==> src/logic/exu_types_pkg.sv <==
/* Shared data types of the execution stage:
 * data word, CSR address, privilege level, instruction packet,
 * exception causes and the CSR address map */

package exu_types_pkg;

    // Operand and result word of every functional unit
    typedef logic [31:0] data_word_t;

    // CSR address as taken from the low bits of the second operand
    typedef logic [11:0] csr_address_t;

    // Current privilege, there is no supervisor level in this core
    typedef logic privilege_t;

    localparam privilege_t PRIV_USER    = 1'b0;
    localparam privilege_t PRIV_MACHINE = 1'b1;

    // Reorder buffer entry that the instruction belongs to
    typedef logic [3:0] rob_tag_t;

    // Exception cause as written into the instruction packet
    typedef logic [4:0] exception_code_t;

    localparam exception_code_t INSTR_ILLEGAL = 5'd2;

    // Bookkeeping that travels alongside each instruction
    typedef struct packed {
        rob_tag_t        rob_tag;
        data_word_t      pc;
        logic            exception_generated;
        exception_code_t exception_vector;
    } instr_packet_t;

    // Implemented machine mode registers
    localparam csr_address_t CSR_MSTATUS  = 12'h300;
    localparam csr_address_t CSR_MISA     = 12'h301;
    localparam csr_address_t CSR_MSCRATCH = 12'h340;
    localparam csr_address_t CSR_MCYCLE   = 12'hB00;
    localparam csr_address_t CSR_MINSTRET = 12'hB02;

endpackage : exu_types_pkg

==> src/logic/exu_operations_pkg.sv <==
/* Operation encodings of the execution stage:
 * integer and CSR operation enums, the per unit valid
 * strobes and the micro operation that selects the work */

package exu_operations_pkg;

    // Operations of the integer unit
    typedef enum logic [3:0] {
        ITU_ADD,
        ITU_SUB,
        ITU_AND,
        ITU_OR,
        ITU_XOR,
        ITU_SLL,
        ITU_SRL,
        ITU_SRA,
        ITU_SLT,
        ITU_SLTU,
        ITU_MUL
    } itu_op_t;

    // Read-modify-write flavours of a CSR access
    typedef enum logic [1:0] {
        CSR_SWAP,
        CSR_SET,
        CSR_CLEAR
    } csr_op_t;

    // One strobe per unit, the issue logic raises at most one of them
    typedef struct packed {
        logic itu;
        logic csr;
    } exu_valid_t;

    // Each unit reads only its own field
    typedef struct packed {
        itu_op_t itu;
        csr_op_t csr;
    } exu_uop_t;

endpackage : exu_operations_pkg

==> src/logic/integer_unit.sv <==
/* Integer unit: add, sub, logic, shifts, set-less-than and the low
 * multiply, computed in one cycle and registered on the output */

`timescale 1ns/100ps

module integer_unit import exu_types_pkg::*; import exu_operations_pkg::*; (
    input  logic          clk_i,
    input  logic          reset_i,
    input  logic          flush_i,
    input  logic          valid_i,
    input  itu_op_t       operation_i,
    input  data_word_t    operand_1_i,
    input  data_word_t    operand_2_i,
    input  instr_packet_t ipacket_i,
    output data_word_t    result_o,
    output instr_packet_t ipacket_o,
    output logic          valid_o
);

//========================================
//  Datapath
//========================================

    logic [4:0] shift_amount;
    data_word_t product;
    data_word_t result_next;

    // Shifts only look at the low five bits of the second operand
    assign shift_amount = operand_2_i[4:0];

    // The upper half of the product is simply discarded
    assign product = operand_1_i * operand_2_i;

    always_comb begin : operation_select
        case (operation_i)
            ITU_ADD:  result_next = operand_1_i + operand_2_i;
            ITU_SUB:  result_next = operand_1_i - operand_2_i;
            ITU_AND:  result_next = operand_1_i & operand_2_i;
            ITU_OR:   result_next = operand_1_i | operand_2_i;
            ITU_XOR:  result_next = operand_1_i ^ operand_2_i;
            ITU_SLL:  result_next = operand_1_i << shift_amount;
            ITU_SRL:  result_next = operand_1_i >> shift_amount;

            // Sign bit is replicated into the vacated positions
            ITU_SRA:  result_next = $unsigned($signed(operand_1_i) >>> shift_amount);

            // Compares produce a plain 0 or 1
            ITU_SLT:  result_next = {31'b0, $signed(operand_1_i) < $signed(operand_2_i)};
            ITU_SLTU: result_next = {31'b0, operand_1_i < operand_2_i};
            ITU_MUL:  result_next = product;
            default:  result_next = '0;
        endcase
    end : operation_select

//========================================
//  Output stage
//========================================

    // A flush kills whatever is being issued in the same cycle
    always_ff @(posedge clk_i) begin : valid_stage
        if (reset_i | flush_i) begin
            valid_o <= 1'b0;
        end else begin
            valid_o <= valid_i;
        end
    end : valid_stage

    // Result and packet only move when a new instruction arrives
    always_ff @(posedge clk_i) begin : payload_stage
        if (valid_i) begin
            result_o  <= result_next;
            ipacket_o <= ipacket_i;
        end
    end : payload_stage

endmodule : integer_unit

==> src/logic/control_status_registers.sv <==
/* Control and status registers: mstatus, misa, mscratch and the
 * two counters, the read-modify-write path and the legality checks */

`timescale 1ns/100ps

module control_status_registers import exu_types_pkg::*; import exu_operations_pkg::*; #(
    parameter data_word_t MISA_VALUE = 32'h40001100
) (
    input  logic          clk_i,
    input  logic          reset_i,
    input  logic          flush_i,
    input  logic          csr_access_i,
    input  csr_op_t       operation_i,
    input  csr_address_t  csr_address_i,
    input  data_word_t    csr_data_write_i,
    input  privilege_t    privilege_i,
    input  instr_packet_t ipacket_i,
    input  logic          retire_i,
    output data_word_t    csr_data_read_o,
    output instr_packet_t ipacket_o,
    output logic          illegal_access_o,
    output logic          valid_o,
    output logic          glb_int_enabled_o
);

//========================================
//  Read and legality
//========================================

    // Only the global interrupt enable of mstatus is implemented
    logic       mstatus_mie;
    data_word_t mscratch;
    data_word_t mcycle;
    data_word_t minstret;

    data_word_t csr_old;
    data_word_t csr_new;
    logic       unknown_address;
    logic       read_only;
    logic       write_request;
    logic       illegal_access;
    logic       write_enable;

    always_comb begin : read_mux
        unknown_address = 1'b0;
        case (csr_address_i)
            CSR_MSTATUS:  csr_old = {28'b0, mstatus_mie, 3'b0};
            CSR_MISA:     csr_old = MISA_VALUE;
            CSR_MSCRATCH: csr_old = mscratch;
            CSR_MCYCLE:   csr_old = mcycle;
            CSR_MINSTRET: csr_old = minstret;
            default: begin
                csr_old         = '0;
                unknown_address = 1'b1;
            end
        endcase
    end : read_mux

    always_comb begin : modify
        case (operation_i)
            CSR_SWAP:  csr_new = csr_data_write_i;
            CSR_SET:   csr_new = csr_old | csr_data_write_i;
            CSR_CLEAR: csr_new = csr_old & ~csr_data_write_i;
            default:   csr_new = csr_old;
        endcase
    end : modify

    // Set and clear with a zero mask are pure reads and never write
    assign write_request = (operation_i == CSR_SWAP) | (|csr_data_write_i);

    // Addresses with bits 11:10 set are read only and misa is fixed in this core
    assign read_only = (&csr_address_i[11:10]) | (csr_address_i == CSR_MISA);

    // Bits 9:8 hold the lowest privilege allowed to touch the register
    assign illegal_access = unknown_address
                          | (read_only & write_request)
                          | ((privilege_i == PRIV_USER) & (|csr_address_i[9:8]));

    assign write_enable = csr_access_i & write_request & ~illegal_access & ~flush_i;

//========================================
//  Register storage
//========================================

    always_ff @(posedge clk_i) begin : storage
        if (reset_i) begin
            mstatus_mie <= 1'b0;
            mscratch    <= '0;
        end else if (write_enable) begin
            case (csr_address_i)
                CSR_MSTATUS:  mstatus_mie <= csr_new[3];
                CSR_MSCRATCH: mscratch    <= csr_new;
                default: ;
            endcase
        end
    end : storage

    // A software write always wins over the automatic increment
    always_ff @(posedge clk_i) begin : counters
        if (reset_i) begin
            mcycle   <= '0;
            minstret <= '0;
        end else begin
            if (write_enable & (csr_address_i == CSR_MCYCLE)) begin
                mcycle <= csr_new;
            end else begin
                mcycle <= mcycle + 32'd1;
            end

            if (write_enable & (csr_address_i == CSR_MINSTRET)) begin
                minstret <= csr_new;
            end else if (retire_i) begin
                minstret <= minstret + 32'd1;
            end
        end
    end : counters

    assign glb_int_enabled_o = mstatus_mie;

//========================================
//  Output stage
//========================================

    always_ff @(posedge clk_i) begin : valid_stage
        if (reset_i | flush_i) begin
            valid_o <= 1'b0;
        end else begin
            valid_o <= csr_access_i;
        end
    end : valid_stage

    // The old value is captured at issue and an illegal access reads zero
    always_ff @(posedge clk_i) begin : payload_stage
        if (csr_access_i) begin
            csr_data_read_o  <= illegal_access ? '0 : csr_old;
            ipacket_o        <= ipacket_i;
            illegal_access_o <= illegal_access;
        end
    end : payload_stage

endmodule : control_status_registers

==> src/logic/result_merge.sv <==
/* Result merge: picks the valid unit lane, tags illegal CSR
 * accesses, registers the result and signals instruction retire */

`timescale 1ns/100ps

module result_merge import exu_types_pkg::*; (
    input  logic          clk_i,
    input  logic          reset_i,
    input  logic          flush_i,
    input  logic          itu_valid_i,
    input  data_word_t    itu_result_i,
    input  instr_packet_t itu_ipacket_i,
    input  logic          csr_valid_i,
    input  data_word_t    csr_result_i,
    input  instr_packet_t csr_ipacket_i,
    input  logic          csr_illegal_i,
    output data_word_t    result_o,
    output instr_packet_t ipacket_o,
    output logic          data_valid_o,
    output logic          retire_o
);

    data_word_t    result_next;
    instr_packet_t ipacket_next;

    // Lanes are never valid together, so a priority mux is enough
    always_comb begin : lane_select
        result_next  = '0;
        ipacket_next = '0;

        if (itu_valid_i) begin
            result_next  = itu_result_i;
            ipacket_next = itu_ipacket_i;
        end else if (csr_valid_i) begin
            result_next  = csr_result_i;
            ipacket_next = csr_ipacket_i;

            // Bad address, read-only write or too low privilege
            if (csr_illegal_i) begin
                ipacket_next.exception_generated = 1'b1;
                ipacket_next.exception_vector    = INSTR_ILLEGAL;
            end
        end
    end : lane_select

    always_ff @(posedge clk_i) begin : valid_stage
        if (reset_i | flush_i) begin
            data_valid_o <= 1'b0;
        end else begin
            data_valid_o <= itu_valid_i | csr_valid_i;
        end
    end : valid_stage

    always_ff @(posedge clk_i) begin : payload_stage
        result_o  <= result_next;
        ipacket_o <= ipacket_next;
    end : payload_stage

    // Every result that leaves the stage counts as retired
    assign retire_o = data_valid_o;

endmodule : result_merge

==> src/logic/execution_unit.sv <==
/* Execution stage top level: integer unit and CSR unit side by
 * side, followed by the result merge stage */

`timescale 1ns/100ps

module execution_unit import exu_types_pkg::*; import exu_operations_pkg::*; #(
    parameter data_word_t MISA_VALUE = 32'h40001100
) (
    input  logic             clk_i,
    input  logic             reset_i,
    input  logic             flush_i,
    input  data_word_t [1:0] operand_i,
    input  exu_valid_t       data_valid_i,
    input  exu_uop_t         operation_i,
    input  instr_packet_t    ipacket_i,
    input  privilege_t       privilege_i,
    output data_word_t       result_o,
    output instr_packet_t    ipacket_o,
    output logic             data_valid_o,
    output logic             glb_interrupt_enable_o
);

//========================================
//  Functional units
//========================================

    data_word_t    itu_result;
    instr_packet_t itu_ipacket;
    logic          itu_valid;

    integer_unit ITU (
        .clk_i       ( clk_i           ),
        .reset_i     ( reset_i         ),
        .flush_i     ( flush_i         ),
        .valid_i     ( data_valid_i.itu ),
        .operation_i ( operation_i.itu ),
        .operand_1_i ( operand_i[0]    ),
        .operand_2_i ( operand_i[1]    ),
        .ipacket_i   ( ipacket_i       ),
        .result_o    ( itu_result      ),
        .ipacket_o   ( itu_ipacket     ),
        .valid_o     ( itu_valid       )
    );

    data_word_t    csr_result;
    instr_packet_t csr_ipacket;
    logic          csr_illegal;
    logic          csr_valid;
    logic          retire;

    // Operand 0 is the write data, operand 1 carries the CSR address
    control_status_registers #(
        .MISA_VALUE ( MISA_VALUE )
    ) CSRU (
        .clk_i             ( clk_i                  ),
        .reset_i           ( reset_i                ),
        .flush_i           ( flush_i                ),
        .csr_access_i      ( data_valid_i.csr       ),
        .operation_i       ( operation_i.csr        ),
        .csr_address_i     ( operand_i[1][11:0]     ),
        .csr_data_write_i  ( operand_i[0]           ),
        .privilege_i       ( privilege_i            ),
        .ipacket_i         ( ipacket_i              ),
        .retire_i          ( retire                 ),
        .csr_data_read_o   ( csr_result             ),
        .ipacket_o         ( csr_ipacket            ),
        .illegal_access_o  ( csr_illegal            ),
        .valid_o           ( csr_valid              ),
        .glb_int_enabled_o ( glb_interrupt_enable_o )
    );

//========================================
//  Result merge
//========================================

    result_merge MRG (
        .clk_i         ( clk_i        ),
        .reset_i       ( reset_i      ),
        .flush_i       ( flush_i      ),
        .itu_valid_i   ( itu_valid    ),
        .itu_result_i  ( itu_result   ),
        .itu_ipacket_i ( itu_ipacket  ),
        .csr_valid_i   ( csr_valid    ),
        .csr_result_i  ( csr_result   ),
        .csr_ipacket_i ( csr_ipacket  ),
        .csr_illegal_i ( csr_illegal  ),
        .result_o      ( result_o     ),
        .ipacket_o     ( ipacket_o    ),
        .data_valid_o  ( data_valid_o ),
        .retire_o      ( retire       )
    );

endmodule : execution_unit

==> config.mk <==
export PLATFORM = sky130hd
export DESIGN_NAME = execution_unit
export DESIGN_NICKNAME = d
export VERILOG_FILES = /design/src/logic/exu_types_pkg.sv /design/src/logic/exu_operations_pkg.sv /design/src/logic/integer_unit.sv /design/src/logic/control_status_registers.sv /design/src/logic/result_merge.sv /design/src/logic/execution_unit.sv
export SDC_FILE = /design/constraint.sdc
export NUM_CORES = 2
export LEC_CHECK = 0
export BUFFER_PORTS_ARGS = -buffer_cell sky130_fd_sc_hd__buf_2
export CAP_MARGIN = 25
export CORE_ASPECT_RATIO = 1.1
export CORE_MARGIN = 2
export CORE_UTILIZATION = 35
export DETAILED_ROUTE_END_ITERATION = 10
export PLACE_DENSITY = 0.52
export SYNTH_ARGS = -nofsm -noshare
export SYNTH_HDL_FRONTEND = slang
export SYNTH_SLANG_ARGS = --single-unit
==> constraint.sdc <==
create_clock -name clk_i -period 9.99 [get_ports clk_i]
set_input_delay 1.998 -clock clk_i [delete_from_list [all_inputs] [get_ports clk_i]]
set_output_delay 1.998 -clock clk_i [all_outputs]
set_load 0.005 [all_outputs]
==> impl_metrics.tcl <==
set metrics [dict create \
    r2r_cells 10 \
    start_util_pct 35.43 \
    finalMaxSlewViolations 0 \
    worst_slack_ns 0.5849 \
    postCtsSetupRepairBufs 0 \
    cts_sinks 323 \
    fin_tns_setup_ns 0 \
    final_nets 4924 \
    viasPerCell 5.881 \
    coreArea_um2 102500 \
    cpLargestDelayFamily "adder cells" \
    regToRegSetupSlack_ns 6.72 \
    grt_pass1_wl_um 237800 \
    grt_use_total_pct 30.64 \
    die-area_um2 106300 \
    gp_congestion 1.046 \
    cp.required_ns 10.29 \
    finalCritPeriodShare_pct 94.15 \
    numCtsBuffers 36 \
    path_depth 26 \
    slowest_delay_ns 0.56 \
    synth_warnings 0 \
    ant_nets 0 \
    min_period_ns 9.405 \
    fin_skew_ns 0.01490 \
    grt_pass1_vias 32550 \
    critPathCaptureType "flip-flop" \
    synth_nets 4839 \
    reg2reg_from "CSRU.mcycle[0]" \
    synthArstFlopShare_pct 0 \
    maxCapViolations 0 \
    drive_above_1_share_pct 11.95 \
    crit_start "operand_i[39]" \
    multi_input_area_um2 25350 \
    htreeDepth 2 \
    vias 32830 \
    path_clk_slew_ns 0.07 \
    die_w_um 311.1 \
    seqCellArea_um2 7959 \
    crit_path_max_fanout 13 \
    cp_slowest_cell "fa_1" \
    avgSynthCellArea_um2 8.880 \
    cp.buffers_inverters 8 \
    num_rows 123 \
    pin_count 194 \
    tightest_slew_ns 1.218 \
    wire_per_inst_um 29.53 \
    cpMostUsedCell "fa_1" \
    drt_drc_violations_left 0 \
    synth-seq-cells 323 \
    syn_inst 4089 \
    critical_path_class "primary input to flip-flop" \
    antenna_found_initial 16 \
    die_h_um 341.8 \
    cts_root_buf "clkbuf_16" \
    hold_violations 0 \
    cts_tree "yes" \
    first_pass_iters 6 \
    critical_path.endpoint "ITU.result_o[21]" \
    reg2reg_to "CSRU.mcycle[30]" \
    cts_buffer_depth 3 \
    io_buffer_count 193 \
    hold_path_class "flip-flop to flip-flop" \
    synth_area_um2 36310 \
    area_growth_syn_to_layout_pct 10.70 \
    synth_ff_type "dfxtp_1" \
    wl_um 164900 \
    yosysSeqAreaShare_pct 21.92 \
    clkLatencyLatePin_ns 0.57 \
    synth_edf_count 149 \
    grt_max_degree 84 \
    setup_viol 0 \
    synth_cell_types 91 \
    grt_overflow 0 \
    crit_arrival_ns 9.71 \
    status "finished, final reports clean" \
    cts_resized 0 \
    rsz0062_at_grt "false" \
    relSlewSlack_pct 18.79 \
    fillCellCount 10500 \
    hpwl_um 126400 \
    cp-start-kind "primary input" \
    fmax_ghz 0.1063 \
    drt_iter0_drc 3968 \
    cts.hold.buffers_added 0 \
    place_ws_ns 0.1177 \
]
cells by family after synthesis:
logic type                 after synthesis  share of synthesized area [%]
adders and majority gates              632                          30.25
and+or+nand+nor                       1296                          15.51
DFF                                    323                          21.92
AOI/OAI and AO/OA                      816                          15.45
buffers and inverters                  774                          8.390
xor gates and xnor gates               143                          3.487
muxes                                  105                          4.990
worst min path at each step:
| stage | from | to | slack (ns) | cells past startpoint |
|---|---|---|---|---|
| 6_report | ITU.ipacket_o[4] | MRG.ipacket_o[4] | 0.44 | 2 |
| 4_1_cts | CSRU.csr_data_read_o[9] | MRG.result_o[9] | 0.44 | 1 |
| 3_5_place_dp | ITU.ipacket_o[1] | MRG.ipacket_o[1] | 0.43 | 2 |
| 5_1_grt | CSRU.csr_data_read_o[9] | MRG.result_o[9] | 0.44 | 1 |
| 2_1_floorplan | ITU.ipacket_o[40] | MRG.ipacket_o[40] | 0.42 | 2 |
| 3_3_place_gp | ITU.ipacket_o[40] | MRG.ipacket_o[40] | 0.43 | 2 |
state kept, by name, indices dropped and copies added (netlist names), 32 cells and up:
register              count
CSRU.ipacket_o           42
ITU.ipacket_o            42
MRG.ipacket_o            42
CSRU.csr_data_read_o     32
CSRU.mcycle              32
CSRU.minstret            32
CSRU.mscratch            32
ITU.result_o             32
MRG.result_o             32
per-stage QoR:
| stage | hold slack, ns | area, um^2 | std cells | util [%] |
|---|---|---|---|---|
| final | 0.4432 | 40190 | 5582 | 39.22 |
| after global routing | 0.4406 | 40180 | 5578 | 39.21 |
| after CTS | 0.4377 | 40180 | 5576 | 39.20 |
| after detailed placement | 0.4315 | 38960 | 5510 | 38.01 |
| after global placement | 0.4270 | 38930 | 5508 | 37.98 |
| after floorplan | 0.4178 | 36310 | 4089 | - |
routing by layer:
metal	track usage, %	part of all wire, %	wire length [um]	up-vias
li1	-	-	-	14000
met1	41.04	40	66460	16460
met2	46.90	43	71370	1895
met3	5.667	9.6	15820	460
met4	16.76	6.8	11150	12
met5	0	0.043	71	-
worst min-delay path: stages, from the launching register on:
cell      delay (ns)
edfxtp_1        0.32
nand2_1         0.04
o21ai_0         0.05
layout by cell type, fill, tap and decap left out, types with 10 or more instances in the layout:
| master | synthesis | layout |
|---|---|---|
| buf_2 | 24 | 189 |
| fa_1 | 410 | 410 |
| a21o_1 | 25 | 25 |
| a21oi_1 | 215 | 215 |
| ha_1 | 222 | 222 |
| o221ai_1 | 16 | 16 |
| clkinv_1 | 11 | 13 |
| o211ai_1 | 35 | 35 |
| o21ai_0 | 122 | 122 |
| a22oi_1 | 23 | 23 |
| a221o_1 | 11 | 11 |
| nor3_1 | 49 | 47 |
| clkbuf_16 | 0 | 36 |
| inv_1 | 469 | 469 |
| and3_1 | 29 | 27 |
| dfxtp_1 | 174 | 173 |
| xor2_1 | 40 | 40 |
| and2_1 | 17 | 17 |
| o21a_1 | 10 | 10 |
| a31oi_1 | 18 | 18 |
| buf_4 | 5 | 140 |
| nand2_1 | 372 | 372 |
| a211oi_1 | 84 | 84 |
| edfxtp_1 | 149 | 149 |
| a222oi_1 | 30 | 30 |
| nand3_1 | 47 | 46 |
| o21bai_1 | 14 | 14 |
| a22o_1 | 70 | 70 |
| nand2b_1 | 46 | 46 |
| a221oi_1 | 30 | 30 |
| xnor2_1 | 102 | 102 |
| nor4_1 | 19 | 18 |
| mux2i_1 | 37 | 37 |
| o22ai_1 | 20 | 20 |
| mux4_2 | 60 | 60 |
| nand4_1 | 24 | 24 |
| or3_1 | 15 | 15 |
| nor2_1 | 614 | 614 |
| nor2b_1 | 27 | 26 |
| o31ai_1 | 15 | 15 |
cells in the mapped netlist, types with 8 or more instances:
cell / count / area share, %
a211oi_1: 84 / 1.7
a21o_1: 25 / 0.52
a21oi_1: 215 / 3.0
a221o_1: 11 / 0.30
a221oi_1: 30 / 0.72
a222oi_1: 30 / 0.83
a22o_1: 70 / 1.7
a22oi_1: 23 / 0.48
a31oi_1: 18 / 0.31
and2_1: 17 / 0.29
and3_1: 29 / 0.50
buf_1: 43 / 0.44
buf_2: 24 / 0.33
buf_6: 12 / 0.37
clkbuf_1: 203 / 2.1
clkinv_1: 11 / 0.11
dfxtp_1: 174 / 9.6
edfxtp_1: 149 / 12
fa_1: 410 / 23
ha_1: 222 / 7.6
inv_1: 469 / 4.8
mux2_2: 8 / 0.25
mux2i_1: 37 / 1.0
mux4_2: 60 / 3.7
nand2_1: 372 / 3.8
nand2b_1: 46 / 0.79
nand3_1: 47 / 0.65
nand4_1: 24 / 0.41
nor2_1: 614 / 6.3
nor2b_1: 27 / 0.47
nor3_1: 49 / 0.68
nor4_1: 19 / 0.33
o211ai_1: 35 / 0.72
o21a_1: 10 / 0.21
o21ai_0: 122 / 1.7
o21bai_1: 14 / 0.29
o221ai_1: 16 / 0.39
o22ai_1: 20 / 0.34
o31ai_1: 15 / 0.31
or3_1: 15 / 0.26
xnor2_1: 102 / 2.5
xor2_1: 40 / 0.96
cell type report:
type	count	share of cell area, %
flip-flops and latches	323	19.80
clock inverters	17	0.5385
well taps	1375	4.280
clock buffers	49	2.487
inverters	486	4.542
multi-input cells	2992	63.07
repair buffers	335	5.248
diodes	5	0.03113
Power is left out: the tool's default activity adds up to more than one toggle a clock period on the data nets, which glitch-free logic cannot reach.
